==> src/include/booth_params.svh <==
`ifndef BOOTH_PARAMS_SVH
`define BOOTH_PARAMS_SVH

// Operand width of both inputs
`define BOOTH_WIDTH 16

`define BOOTH_PWIDTH (2 * `BOOTH_WIDTH)   // Full signed product

// Counter must reach BOOTH_STEPS after the final increment
`define BOOTH_CWIDTH 5

`define BOOTH_STEPS `BOOTH_WIDTH          // Radix-2, one step per multiplier bit

`endif
==> src/verilog/booth_data_pkg.sv <==
`include "booth_params.svh"

package booth_data_pkg;

    // Two's-complement operand
    typedef logic signed [`BOOTH_WIDTH-1:0] operand_t;

    // Signed product, wide enough for -2^(n-1) squared
    typedef logic signed [`BOOTH_PWIDTH-1:0] product_t;

    // Step counter
    typedef logic [`BOOTH_CWIDTH-1:0] count_t;

endpackage

==> src/verilog/booth_ctrl_pkg.sv <==
package booth_ctrl_pkg;

    // Controller sequence
    typedef enum logic [1:0] {
        IDLE = 2'd0,   // Waiting for req
        LOAD = 2'd1,   // Operands into registers
        STEP = 2'd2,   // One Booth step per clock
        DONE = 2'd3    // ack high until req drops
    } state_t;

    // Accumulator operation for one step
    typedef enum logic [1:0] {
        PASS = 2'd0,   // Q0 Q_1 = 00 or 11
        ADD  = 2'd1,   // 01, end of a run of ones
        SUB  = 2'd2    // 10, start of a run of ones
    } alu_op_t;

endpackage

==> src/verilog/booth_multiplier.sv <==
`timescale 1ns/1ps
`include "booth_params.svh"

module booth_multiplier (
    input  logic                     clk,
    input  logic                     rst_n,
    input  logic                     req,
    input  booth_data_pkg::operand_t multiplicand,
    input  booth_data_pkg::operand_t multiplier,
    output logic                     ack,
    output booth_data_pkg::product_t product
);

    // Controller to datapath
    logic                    load;
    logic                    step;
    logic                    capture;
    booth_ctrl_pkg::alu_op_t alu_op;

    // Datapath status back to the controller
    logic q0;
    logic q_1;
    logic last_step;

    // Handshake and sequencing
    booth_controller ctrl0 (
        .clk       (clk),
        .rst_n     (rst_n),
        .req       (req),
        .q0        (q0),
        .q_1       (q_1),
        .last_step (last_step),
        .ack       (ack),
        .load      (load),
        .step      (step),
        .capture   (capture),
        .alu_op    (alu_op)
    );

    // Registers, add/subtract and shift
    booth_datapath #(
        .WIDTH (`BOOTH_WIDTH)
    ) dp0 (
        .clk          (clk),
        .rst_n        (rst_n),
        .load         (load),
        .step         (step),
        .capture      (capture),
        .alu_op       (alu_op),
        .multiplicand (multiplicand),
        .multiplier   (multiplier),
        .q0           (q0),
        .q_1          (q_1),
        .last_step    (last_step),
        .product      (product)
    );

endmodule

==> src/verilog/booth_controller.sv <==
`timescale 1ns/1ps

module booth_controller (
    input  logic                    clk,
    input  logic                    rst_n,
    input  logic                    req,         // Four-phase request
    input  logic                    q0,          // Multiplier LSB
    input  logic                    q_1,         // Previous LSB
    input  logic                    last_step,   // Counter at final step
    output logic                    ack,
    output logic                    load,
    output logic                    step,
    output logic                    capture,
    output booth_ctrl_pkg::alu_op_t alu_op
);

    booth_ctrl_pkg::state_t state;
    booth_ctrl_pkg::state_t next_state;
    booth_ctrl_pkg::alu_op_t booth_op;   // Decode of the bit pair

    // State register
    always_ff @(posedge clk or negedge rst_n) begin
        if (!rst_n) begin
            state <= booth_ctrl_pkg::IDLE;
        end else begin
            state <= next_state;
        end
    end

    // Next state
    always_comb begin
        next_state = state;
        case (state)
            booth_ctrl_pkg::IDLE: begin
                if (req) begin
                    next_state = booth_ctrl_pkg::LOAD;
                end
            end
            booth_ctrl_pkg::LOAD: begin
                next_state = booth_ctrl_pkg::STEP;   // Always a single cycle
            end
            booth_ctrl_pkg::STEP: begin
                if (last_step) begin
                    next_state = booth_ctrl_pkg::DONE;
                end
            end
            booth_ctrl_pkg::DONE: begin
                if (!req) begin   // Requester has seen ack
                    next_state = booth_ctrl_pkg::IDLE;
                end
            end
            default: begin
                next_state = booth_ctrl_pkg::IDLE;
            end
        endcase
    end

    // Radix-2 Booth recoding of {Q0, Q_1}
    always_comb begin
        case ({q0, q_1})
            2'b10:   booth_op = booth_ctrl_pkg::SUB;
            2'b01:   booth_op = booth_ctrl_pkg::ADD;
            default: booth_op = booth_ctrl_pkg::PASS;   // 00 and 11
        endcase
    end

    assign load    = (state == booth_ctrl_pkg::LOAD);
    assign step    = (state == booth_ctrl_pkg::STEP);
    assign capture = step && last_step;   // Product taken with the final shift
    assign ack     = (state == booth_ctrl_pkg::DONE);
    // Only meaningful while stepping
    assign alu_op  = step ? booth_op : booth_ctrl_pkg::PASS;

    // ack only ever reached through the step sequence
    a_ack_done: assert property (
        @(posedge clk) disable iff (!rst_n)
        $rose(ack) |-> $past(state == booth_ctrl_pkg::STEP && last_step)
    );

    // Four-phase rule, ack falls only once req is low
    a_ack_fall: assert property (
        @(posedge clk) disable iff (!rst_n)
        $fell(ack) |-> $past(!req)
    );

endmodule

==> src/verilog/booth_datapath.sv <==
`timescale 1ns/1ps
`include "booth_params.svh"

module booth_datapath #(
    parameter int WIDTH = `BOOTH_WIDTH
) (
    input  logic                      clk,
    input  logic                      rst_n,
    input  logic                      load,          // Operands in, accumulator cleared
    input  logic                      step,          // One Booth step
    input  logic                      capture,       // Latch product on last step
    input  booth_ctrl_pkg::alu_op_t   alu_op,
    input  booth_data_pkg::operand_t  multiplicand,
    input  booth_data_pkg::operand_t  multiplier,
    output logic                      q0,
    output logic                      q_1,
    output logic                      last_step,
    output booth_data_pkg::product_t  product
);

    localparam int PWIDTH = 2 * WIDTH;
    // One guard bit so that subtracting -2^(WIDTH-1) cannot overflow
    localparam int AWIDTH = WIDTH + 1;
    localparam int CWIDTH = AWIDTH + WIDTH;   // Accumulator and multiplier together
    localparam booth_data_pkg::count_t LAST = booth_data_pkg::count_t'(`BOOTH_STEPS - 1);

    logic signed [WIDTH-1:0]  mcand_r;        // Multiplicand
    logic signed [AWIDTH-1:0] acc_r;          // Accumulator, upper half of the pair
    logic [WIDTH-1:0]         mq_r;           // Multiplier, lower half of the pair
    logic                     q_1_r;          // Bit shifted out last step
    booth_data_pkg::count_t   count_r;

    logic signed [AWIDTH-1:0] mcand_ext;
    logic signed [AWIDTH-1:0] alu_res;
    logic [CWIDTH-1:0]        combined;
    logic [CWIDTH-1:0]        shifted;

    assign mcand_ext = {mcand_r[WIDTH-1], mcand_r};   // Sign extend to accumulator width

    // Add, subtract or pass
    always_comb begin
        case (alu_op)
            booth_ctrl_pkg::ADD: alu_res = acc_r + mcand_ext;
            booth_ctrl_pkg::SUB: alu_res = acc_r - mcand_ext;
            default:             alu_res = acc_r;
        endcase
    end

    assign combined = {alu_res, mq_r};
    // Arithmetic shift right, sign bit duplicated
    assign shifted  = {combined[CWIDTH-1], combined[CWIDTH-1:1]};

    // Payload registers, no reset
    always_ff @(posedge clk) begin
        if (load) begin
            mcand_r <= multiplicand;
            acc_r   <= '0;
            mq_r    <= multiplier;
        end else if (step) begin
            acc_r <= shifted[CWIDTH-1:WIDTH];
            mq_r  <= shifted[WIDTH-1:0];
        end
    end

    // Q_1 flop and step counter
    always_ff @(posedge clk or negedge rst_n) begin
        if (!rst_n) begin
            q_1_r   <= 1'b0;
            count_r <= '0;
        end else if (load) begin
            q_1_r   <= 1'b0;
            count_r <= '0;
        end else if (step) begin
            q_1_r   <= combined[0];   // LSB shifted out
            count_r <= count_r + 1'b1;
        end
    end

    // Product stays put until the next capture
    always_ff @(posedge clk or negedge rst_n) begin
        if (!rst_n) begin
            product <= '0;
        end else if (capture) begin
            product <= shifted[PWIDTH-1:0];   // Guard bit dropped, result fits
        end
    end

    assign q0        = mq_r[0];
    assign q_1       = q_1_r;
    assign last_step = (count_r == LAST);

    // Controller never loads mid-product
    a_load_step_excl: assert property (
        @(posedge clk) disable iff (!rst_n)
        !(load && step)
    );

    // Capture belongs to the final step only
    a_capture_last: assert property (
        @(posedge clk) disable iff (!rst_n)
        capture |-> step && last_step
    );

    // No step beyond the programmed count
    a_step_range: assert property (
        @(posedge clk) disable iff (!rst_n)
        step |-> count_r <= LAST
    );

endmodule

==> config.mk <==
export PLATFORM = sky130hd
export DESIGN_NAME = booth_multiplier
export DESIGN_NICKNAME = d
export VERILOG_FILES = /design/src/verilog/booth_data_pkg.sv /design/src/verilog/booth_ctrl_pkg.sv /design/src/verilog/booth_multiplier.sv /design/src/verilog/booth_controller.sv /design/src/verilog/booth_datapath.sv
export VERILOG_INCLUDE_DIRS = /design/src /design/src/include
export SDC_FILE = /design/constraint.sdc
export NUM_CORES = 1
export LEC_CHECK = 0
export BUFFER_PORTS_ARGS = -buffer_cell sky130_fd_sc_hd__buf_2
export CORE_MARGIN = 1
export CORE_UTILIZATION = 59
export DETAILED_ROUTE_END_ITERATION = 10
export HOLD_SLACK_MARGIN = 0.03
export PLACE_DENSITY_LB_ADDON = 0.25
export SLEW_MARGIN = 40
export SYNTH_ARGS = -nofsm -noshare
export SYNTH_HDL_FRONTEND = slang
export SYNTH_HIERARCHICAL = 1
export SYNTH_SLANG_ARGS = --single-unit
==> constraint.sdc <==
create_clock -name clk -period 6.9 [get_ports clk]
set_clock_uncertainty 0.1 [all_clocks]
set_input_delay 2.07 -clock clk [delete_from_list [all_inputs] [get_ports clk]]
set_output_delay 2.07 -clock clk [all_outputs]
set_load 0.05 [all_outputs]
==> results of run 1 <==
[stage by stage]
step           cell area (µm²)  hold WS, ns
5_1_grt                   5345       0.4264
3_5_place_dp              5134       0.3780
3_3_place_gp              5130       0.3757
2_1_floorplan             4728       0.3631
6_report                  5345       0.3885
4_1_cts                   5345       0.3903
[placed cells by master, fill, tap and decap left out, drive strengths merged, types with 5 or more instances in the layout]
cell type,synthesis,layout
dfrtp,40,40
a211oi,12,12
buf,1,69
o21ai,15,15
mux2i,13,13
xnor2,21,21
clkbuf,20,10
inv,20,22
nor3,8,8
a21oi,30,30
ha,24,24
edfxtp,32,32
a21o,7,7
a31oi,9,9
dfxtp,16,16
nor3b,5,5
nand2,15,15
mux2,34,34
nor2,48,48
and2,5,5
xor2,6,6
[final timing paths]
kind,startpoint,end,slack [ns]
worst max-delay path,ctrl0/state[0]$_DFFE_PN0P_,dp0/acc_r[15]$_SDFFE_PP0P_,2.52
worst min-delay path,dp0/acc_r[0]$_SDFFE_PP0P_,dp0/acc_r[0]$_SDFFE_PP0P_,0.39
worst max register to register,ctrl0/state[0]$_DFFE_PN0P_,dp0/acc_r[15]$_SDFFE_PP0P_,2.52
worst min register to register,dp0/acc_r[0]$_SDFFE_PP0P_,dp0/acc_r[0]$_SDFFE_PP0P_,0.39
max in group asynchronous,rst_n,dp0/product[22]$_DFFE_PN0P_,4.77
min in group asynchronous,rst_n,dp0/product[1]$_DFFE_PN0P_,1.56
[worst max-delay path: cells and delay by family (launching register included)]
kind                       cells  cell delay [ns]
and+or+nand+nor                4             1.07
xor gates and xnor gates       1             0.12
AOI/OAI and AO/OA              3             0.68
muxes                          1             0.33
buffers and inverters          3             0.25
adders and majority gates      3             1.30
DFF                            1             0.43
[final cells by class]
cell class                      count  area [µm²]  area share, %
Tap cell                          102       127.6          2.388
Clock buffer                       10       137.6          2.575
Timing Repair Buffer               69       352.8          6.601
Clock inverter                      6       73.82          1.381
Multi-Input combinational cell    306        2296          42.95
Sequential cell                    88        2282          42.70
Inverter                           20       75.07          1.404
[routing by layer]
layer	global-route usage [%]	vias to the layer above	share of wire (%)
met5	0	-	0
met4	10.58	0	1.8
met3	4.271	15	3.2
met2	39.54	64	48
met1	32.27	1661	47
li1	-	1704	-
[Yosys cell counts, types with 3 or more instances]
cell type / number / area share [%]
sky130_fd_sc_hd__dfxtp_1: 16 / 6.8
sky130_fd_sc_hd__nor2b_1: 4 / 0.53
sky130_fd_sc_hd__mux2i_1: 13 / 2.8
sky130_fd_sc_hd__dfrtp_1: 40 / 21
sky130_fd_sc_hd__a21oi_1: 30 / 3.2
sky130_fd_sc_hd__inv_1: 19 / 1.5
sky130_fd_sc_hd__xor2_1: 6 / 1.1
sky130_fd_sc_hd__nand3_1: 4 / 0.42
sky130_fd_sc_hd__nand4_1: 3 / 0.40
sky130_fd_sc_hd__and2_1: 3 / 0.40
sky130_fd_sc_hd__ha_1: 24 / 6.4
sky130_fd_sc_hd__nor2_1: 48 / 3.8
sky130_fd_sc_hd__mux2_2: 32 / 7.6
sky130_fd_sc_hd__clkbuf_1: 20 / 1.6
sky130_fd_sc_hd__nor3_1: 8 / 0.85
sky130_fd_sc_hd__edfxtp_1: 32 / 20
sky130_fd_sc_hd__a211oi_1: 12 / 1.9
sky130_fd_sc_hd__o21a_1: 3 / 0.48
sky130_fd_sc_hd__nand2_1: 15 / 1.2
sky130_fd_sc_hd__xnor2_1: 21 / 3.9
sky130_fd_sc_hd__or3_1: 3 / 0.40
sky130_fd_sc_hd__a31oi_1: 9 / 1.2
sky130_fd_sc_hd__o21ai_0: 15 / 1.6
sky130_fd_sc_hd__a21o_1: 7 / 1.1
sky130_fd_sc_hd__o21bai_1: 3 / 0.48
sky130_fd_sc_hd__nor3b_1: 3 / 0.48
[report_power, final]
group	switching, W	leakage (nW)	internal, W
sequential	0.000110	0.988	0.000731
combinational	0.000796	1.33	0.000584
clock	0.000195	0.107	0.000182
[sequential cells by signal, indices dropped and copies added (netlist names)]
register and count:
ctrl0/state 2, dp0/acc_r 16, dp0/count_r 5, dp0/mcand_r 16
dp0/mq_r 16, dp0/product 32, dp0/q_1 1
[logic make-up (layout without fill, tap and decap cells)]
kind of cell	count (synthesis)	after routing
simple gates	109	109
xor+xnor	27	27
mux	47	47
buf+inv	41	105
compound gates	98	98
flops	88	88
fa+ha+maj	25	25
==> impl_results.md, run 1 <==
* Result of the run: complete, no violations
* I/O pin total at 68
* Number of antenna repair diodes at 0
* RePlAce Congestion at 0.8930
* Post-detailed-route via-to-cell ratio at 5.730
* Setup repair after global routing missed its margin: no
* Clk Latency, worst-skew pair at 0.36 ns
* Cell-by-cell trace of the critical path: inv_1, ha_1, inv_2, nor3b_1, inv_1, ha_1, a21oi_1, xnor2_1, ha_1, o211ai_1, o211ai_1, nand4_1, and4_4, or4b_1, mux2_1
* Cell Count, Final, Fillers Out at 601
* Avg Inst Size Synth at 10.87 µm²
* Total of fill cells in the finished design at 605
* Warning count from the yosys run at 6
* Max-Cap Viols at 0
* Number of instances on the worst hold path at 2
* Synth Area in Compound Gates at 13.73%
* Post-synthesis to final-layout area growth at 13.05%
* Pre-antenna DRT Iters at 4
* Fin Setup TNS at 0 ns
* Detailed placement HPWL at 6697 µm
* Mux share of post-synthesis cell area at 10.93%
* Worst-Margin Slew at 0.6779 ns
* Peak fanout along the critical path at 16
* Clock Sink Count at 88
* Tmin final at 4.380 ns
* Arrival time at the worst endpoint at 4.53 ns
* Maximum clock insertion buffer count at 2
* Final design utilization at 69.17%
* Fin worst setup slack at 2.520 ns
* Maximum level of the CTS H-tree at 3
* Final Hold Viols at 0
* CTS clk-pin slew, worst paths at 0.09 ns
* First-pass GRT wire length at 16,040 µm
* Number of failing setup endpoints in the final timing report at 0
* Post-synthesis simple-gate area fraction at 12.04%
* Synthesized instance count at 435
* Share of the clock period used by the worst path after layout at 63.47%
* VDD IR-drop max at 0.2889 mV
* Horizontal die dimension at 91.52 µm
* Core Footprint at 0.007727 mm²
* Dominant register cell in the synthesized netlist: sky130_fd_sc_hd__dfrtp_1
* Dominant combinational cell family by area after synthesis: compound AO/OA/AOI/OAI gates
* Grt ovf at 0
* DRC violations left at 0
* Worst Hold Class: flip-flop to flip-flop
* Depth of the worst register-to-register path at 15
* Power density of the placed cells at 485.8 mW/mm²
* CTS hold repair buffers at 0
* Final count of pins violating max slew at 0
* Total wire length at 9487 µm
* Net Count, Synth at 495
* Pwr Total at 0.002597 W
* Cell type of the slowest stage on the worst timing path: sky130_fd_sc_hd__ha_1
* CTS buffer count at 9
* Number of nets with antenna violations after detailed routing at 0
* Largest net degree at the start of global routing at 48
* CTS tree: yes
* Number of vias in the routed layout at 3,444
* Required @ worst endpoint at 7.05 ns
* Gates resized, CTS repair at 0
* Die area at 0.008376 mm²
* Setup Buffers After CTS at 0
* Starting density of the core at 61.19%
* Total track usage at 24.44%
* Netlist Area Pre-Place at 0.004728 mm²
* Row count at 32
* CTS Root Buffer Type: sky130_fd_sc_hd__clkbuf_8
* Number of global-route vias before repair at 3,363
* Worst relative slew slack at 54.81%
* Initial antenna violation count at 0
* Category of the most critical setup path: flip-flop to flip-flop
* Register area share after synthesis at 48.27%
* Critical path endpoint category: flip-flop
* Flops & latches, synth at 88
* Top achievable clock speed at 228.3 MHz
* Die height at 91.52 µm
* Count of unique library cells instantiated by Yosys at 60
* Worst setup timing slack at the placement stage at 2.628 ns
* Placed Cells incl. Taps at 585
* Share of flip-flops with an asynchronous set or reset at 45.45%
* Final net count at 554
* WL per Instance at 15.79 µm
* Slowest Stage Delay on Critical Path at 0.52 ns
* Area share of xor/xnor cells in the synthesized design at 5.001%
* Fraction of final layout cells with drive strength greater than 1 at 26.25%
* Drt initial violations at 182
* Number of enable flip-flop cells after synthesis at 32
* Buffers on Ports at 67
* Most common cell type on the critical path: sky130_fd_sc_hd__ha_1
* Leakage power total at 2.424 nW
* Post-synthesis share of cell area spent on full adders, half adders and majority gates at 6.774%
* Launching element type of the critical path: flip-flop
Power figures use the tool's default switching activity.
==> run 2, diff against run 1 <==
--- a/config.mk
+++ b/config.mk
@@ -6,9 +6,10 @@
 export SDC_FILE = /design/constraint.sdc
 export NUM_CORES = 1
 export LEC_CHECK = 0
+export ABC_AREA = 1
 export BUFFER_PORTS_ARGS = -buffer_cell sky130_fd_sc_hd__buf_2
 export CORE_MARGIN = 1
-export CORE_UTILIZATION = 59
+export CORE_UTILIZATION = 58
 export DETAILED_ROUTE_END_ITERATION = 10
 export HOLD_SLACK_MARGIN = 0.03
 export PLACE_DENSITY_LB_ADDON = 0.25
==> constraint.sdc (replaced) <==
create_clock -name clk -period 4.2 [get_ports clk]
set_clock_uncertainty 0.1 [all_clocks]
set_input_delay 1.26 -clock clk [delete_from_list [all_inputs] [get_ports clk]]
set_output_delay 1.26 -clock clk [all_outputs]
set_load 0.05 [all_outputs]
==> run 2 against run 1 <==
Effect of this change:
- sequential share of layout area shrank 1.3 points
- die area grew 4.9%
- critical path depth grew 5
==> impl_results.md, run 2 <==
* Result of the run: complete, no violations
* Number of flip-flops under the largest register name at 32
* VDD IR-drop max at 0.4886 mV
* Category of the most critical setup path: flip-flop to flip-flop
* Synthesized instance count at 631
* Worst setup slack for register-to-register paths at 0.44 ns
* Number of antenna repair diodes at 0
* Die height at 93.74 µm
* Most numerous cell in the Yosys netlist: sky130_fd_sc_hd__nand2_1
* Detailed placement HPWL at 8140 µm
* Number of nets with antenna violations after detailed routing at 0
* Count of unique library cells instantiated by Yosys at 34
* Sequential Area at 0.002282 mm²
* Post-synthesis to final-layout area growth at 12.97%
* Cell type contributing the most total cell area after synthesis: sky130_fd_sc_hd__dfrtp_1
* I/O pin total at 68
* Core Footprint at 0.008175 mm²
* Required @ worst endpoint at 4.39 ns
* Initial antenna violation count at 0
* Post-detailed-route via-to-cell ratio at 5.248
* Share of flip-flops with an asynchronous set or reset at 45.45%
* Maximum clock insertion buffer count at 2
* Leakage power total at 2.903 nW
* Worst Hold Class: flip-flop to flip-flop
* Final Hold Viols at 0
* Row count at 33
* Cell-by-cell trace of the critical path: inv_1, ha_2, nand2_1, nor2_1, ha_1, inv_1, o31ai_1, xnor2_1, inv_1, ha_1, nand2_1, inv_1, a21oi_1, nand2_1, a21oi_1, xnor2_1, nand2_1, nand2_1, nand2_1, nand2_1
* Maximum level of the CTS H-tree at 3
* Net Count, Synth at 691
* DRC violations left at 0
* Arrival time at the worst endpoint at 3.95 ns
* Number of enable flip-flop cells after synthesis at 32
* Total track usage at 26.48%
* Most common cell type on the critical path: sky130_fd_sc_hd__nand2_1
* Top post-synthesis cells by count: 243 x sky130_fd_sc_hd__nand2_1, 73 x sky130_fd_sc_hd__inv_1, 42 x sky130_fd_sc_hd__nor2_1, 40 x sky130_fd_sc_hd__dfrtp_1, 35 x sky130_fd_sc_hd__nand3_1
* Worst relative slew slack at 48.46%
* Commonest cells after routing, fill and taps aside: 243 x sky130_fd_sc_hd__nand2_1, 73 x sky130_fd_sc_hd__inv_1, 66 x sky130_fd_sc_hd__buf_2, 41 x sky130_fd_sc_hd__nor2_1, 40 x sky130_fd_sc_hd__dfrtp_1
* Total wire length at 10,880 µm
* Launching element type of the critical path: flip-flop
* Netlist Area Pre-Place at 0.004881 mm²
* Share of the clock period used by the worst path after layout at 89.53%
* Final net count at 757
* CTS buffer count at 9
* Slowest Stage Delay on Critical Path at 0.45 ns
* Max-Cap Viols at 0
* Clk Latency, worst-skew pair at 0.36 ns
* Number of instances on the worst hold path at 2
* Starting density of the core at 59.70%
* Tmin final at 3.760 ns
* Horizontal die dimension at 93.74 µm
* RePlAce Congestion at 0.9562
* Total of fill cells in the finished design at 755
* Peak fanout along the critical path at 14
* Smallest hold slack at 0.3757 ns
* Avg Inst Size Synth at 7.735 µm²
* Top achievable clock speed at 265.9 MHz
* Final count of pins violating max slew at 0
* Most flop-heavy register: dp0/product
* Setup repair after global routing missed its margin: no
* Fin Setup TNS at 0 ns
* Area share of the largest cell type after synthesis at 20.51%
* Buffers on Ports at 67
* CTS tree: yes
* Fin worst setup slack at 0.4398 ns
* Register area share after synthesis at 46.76%
* Flops & latches, synth at 88
* Area taken by multi-input logic gates at 0.002238 mm²
* Dominant register cell in the synthesized netlist: sky130_fd_sc_hd__dfrtp_1
* Biggest area contributors in the synthesized netlist: sky130_fd_sc_hd__dfrtp_1 21%, sky130_fd_sc_hd__edfxtp_1 20%, sky130_fd_sc_hd__nand2_1 19%
* Drt initial violations at 191
* CTS clk-pin slew, worst paths at 0.10 ns
* CTS Root Buffer Type: sky130_fd_sc_hd__clkbuf_8
* Number of failing setup endpoints in the final timing report at 0
* Warning count from the yosys run at 6
* CTS hold repair buffers at 0
* Cell type of the slowest stage on the worst timing path: sky130_fd_sc_hd__ha_1
* Depth of the worst register-to-register path at 20
* Number of vias in the routed layout at 4,235
* Worst setup timing slack at the placement stage at 0.3460 ns
* Largest net degree at the start of global routing at 41
* Most frequent standard cell in the layout excluding fill and tap cells: sky130_fd_sc_hd__nand2_1
* Clock Sink Count at 88
* Critical path endpoint category: flip-flop
* Number of global-route vias before repair at 3,994
* WL per Instance at 13.48 µm
* Die area at 0.008786 mm²
* Fraction of final layout cells with drive strength greater than 1 at 14.53%
* Pre-antenna DRT Iters at 7
* Power density of the placed cells at 722.5 mW/mm²
* Worst-Margin Slew at 0.7723 ns
* Grt ovf at 0
* First-pass GRT wire length at 17,960 µm
## run 2: path summary, 6_finish.rpt
path,start,end
worst max-delay path,ctrl0/state[0]$_DFFE_PN0P_,dp0/acc_r[11]$_SDFFE_PP0P_
worst min-delay path,dp0/product[8]$_DFFE_PN0P_,dp0/product[8]$_DFFE_PN0P_
worst max register to register,ctrl0/state[0]$_DFFE_PN0P_,dp0/acc_r[11]$_SDFFE_PP0P_
worst min register to register,dp0/product[8]$_DFFE_PN0P_,dp0/product[8]$_DFFE_PN0P_
max in group asynchronous,rst_n,dp0/product[17]$_DFFE_PN0P_
min in group asynchronous,rst_n,dp0/product[26]$_DFFE_PN0P_
## run 2: stage by stage
stage               area [µm²]  total power (W)  instances  util (%)
detailed placement        5300         0.003363        791     64.83
finish                    5514         0.003984        807     67.45
CTS                       5512         0.003990        807     67.42
global route              5514         0.004348        807     67.45
floorplan                 4881         0.002868        631         -
global placement          5291         0.003298        791     64.72
## run 2: critical path: cells and delay by family, from the launching register on
| family | cells | cell delay, ns |
|---|---|---|
| fa+ha+maj | 3 | 1.11 |
| simple gates | 8 | 0.79 |
| flops | 1 | 0.42 |
| xor+xnor | 2 | 0.30 |
| buf+inv | 4 | 0.46 |
| compound gates | 3 | 0.50 |
## run 2: cells by family (layout without fill, tap and decap cells)
family	count (synthesis)	count (layout)	synth area share, %
AO/OA/AOI/OAI	66	66	7.793
XOR/XNOR	15	15	2.692
adder cells (fa/ha/maj)	25	25	6.562
buffers and inverters	91	162	7.536
flip-flops	88	88	46.76
AND/OR/NAND/NOR	346	346	28.66
## run 2: timing repair
item                       CTS  global route
gates resized for setup      0             1
setup buffers                0             0
setup endpoints to repair    0            15
## run 2: layout make-up
cell class	count	area share (%)
Timing Repair Buffer	71	6.671
Multi-Input combinational cell	452	40.59
Inverter	75	5.128
Clock inverter	7	1.588
Clock buffer	9	2.246
Sequential cell	88	41.39
Tap cell	105	2.383
## run 2: routing by layer
metal	track usage [%]	vias to the layer above	part of all wire [%]
met4	8.462	0	1.7
met2	46.29	89	49
met1	33.88	1977	46
li1	-	2153	-
met3	3.479	16	3.9
met5	0	-	0
## run 2: power breakdown
part	internal, W	switching, W	total, W
Combinational	0.000680	0.00134	0.00202
Clock	0.000286	0.000332	0.000618
Sequential	0.00119	0.000153	0.00134
Total	0.00216	0.00183	0.00398
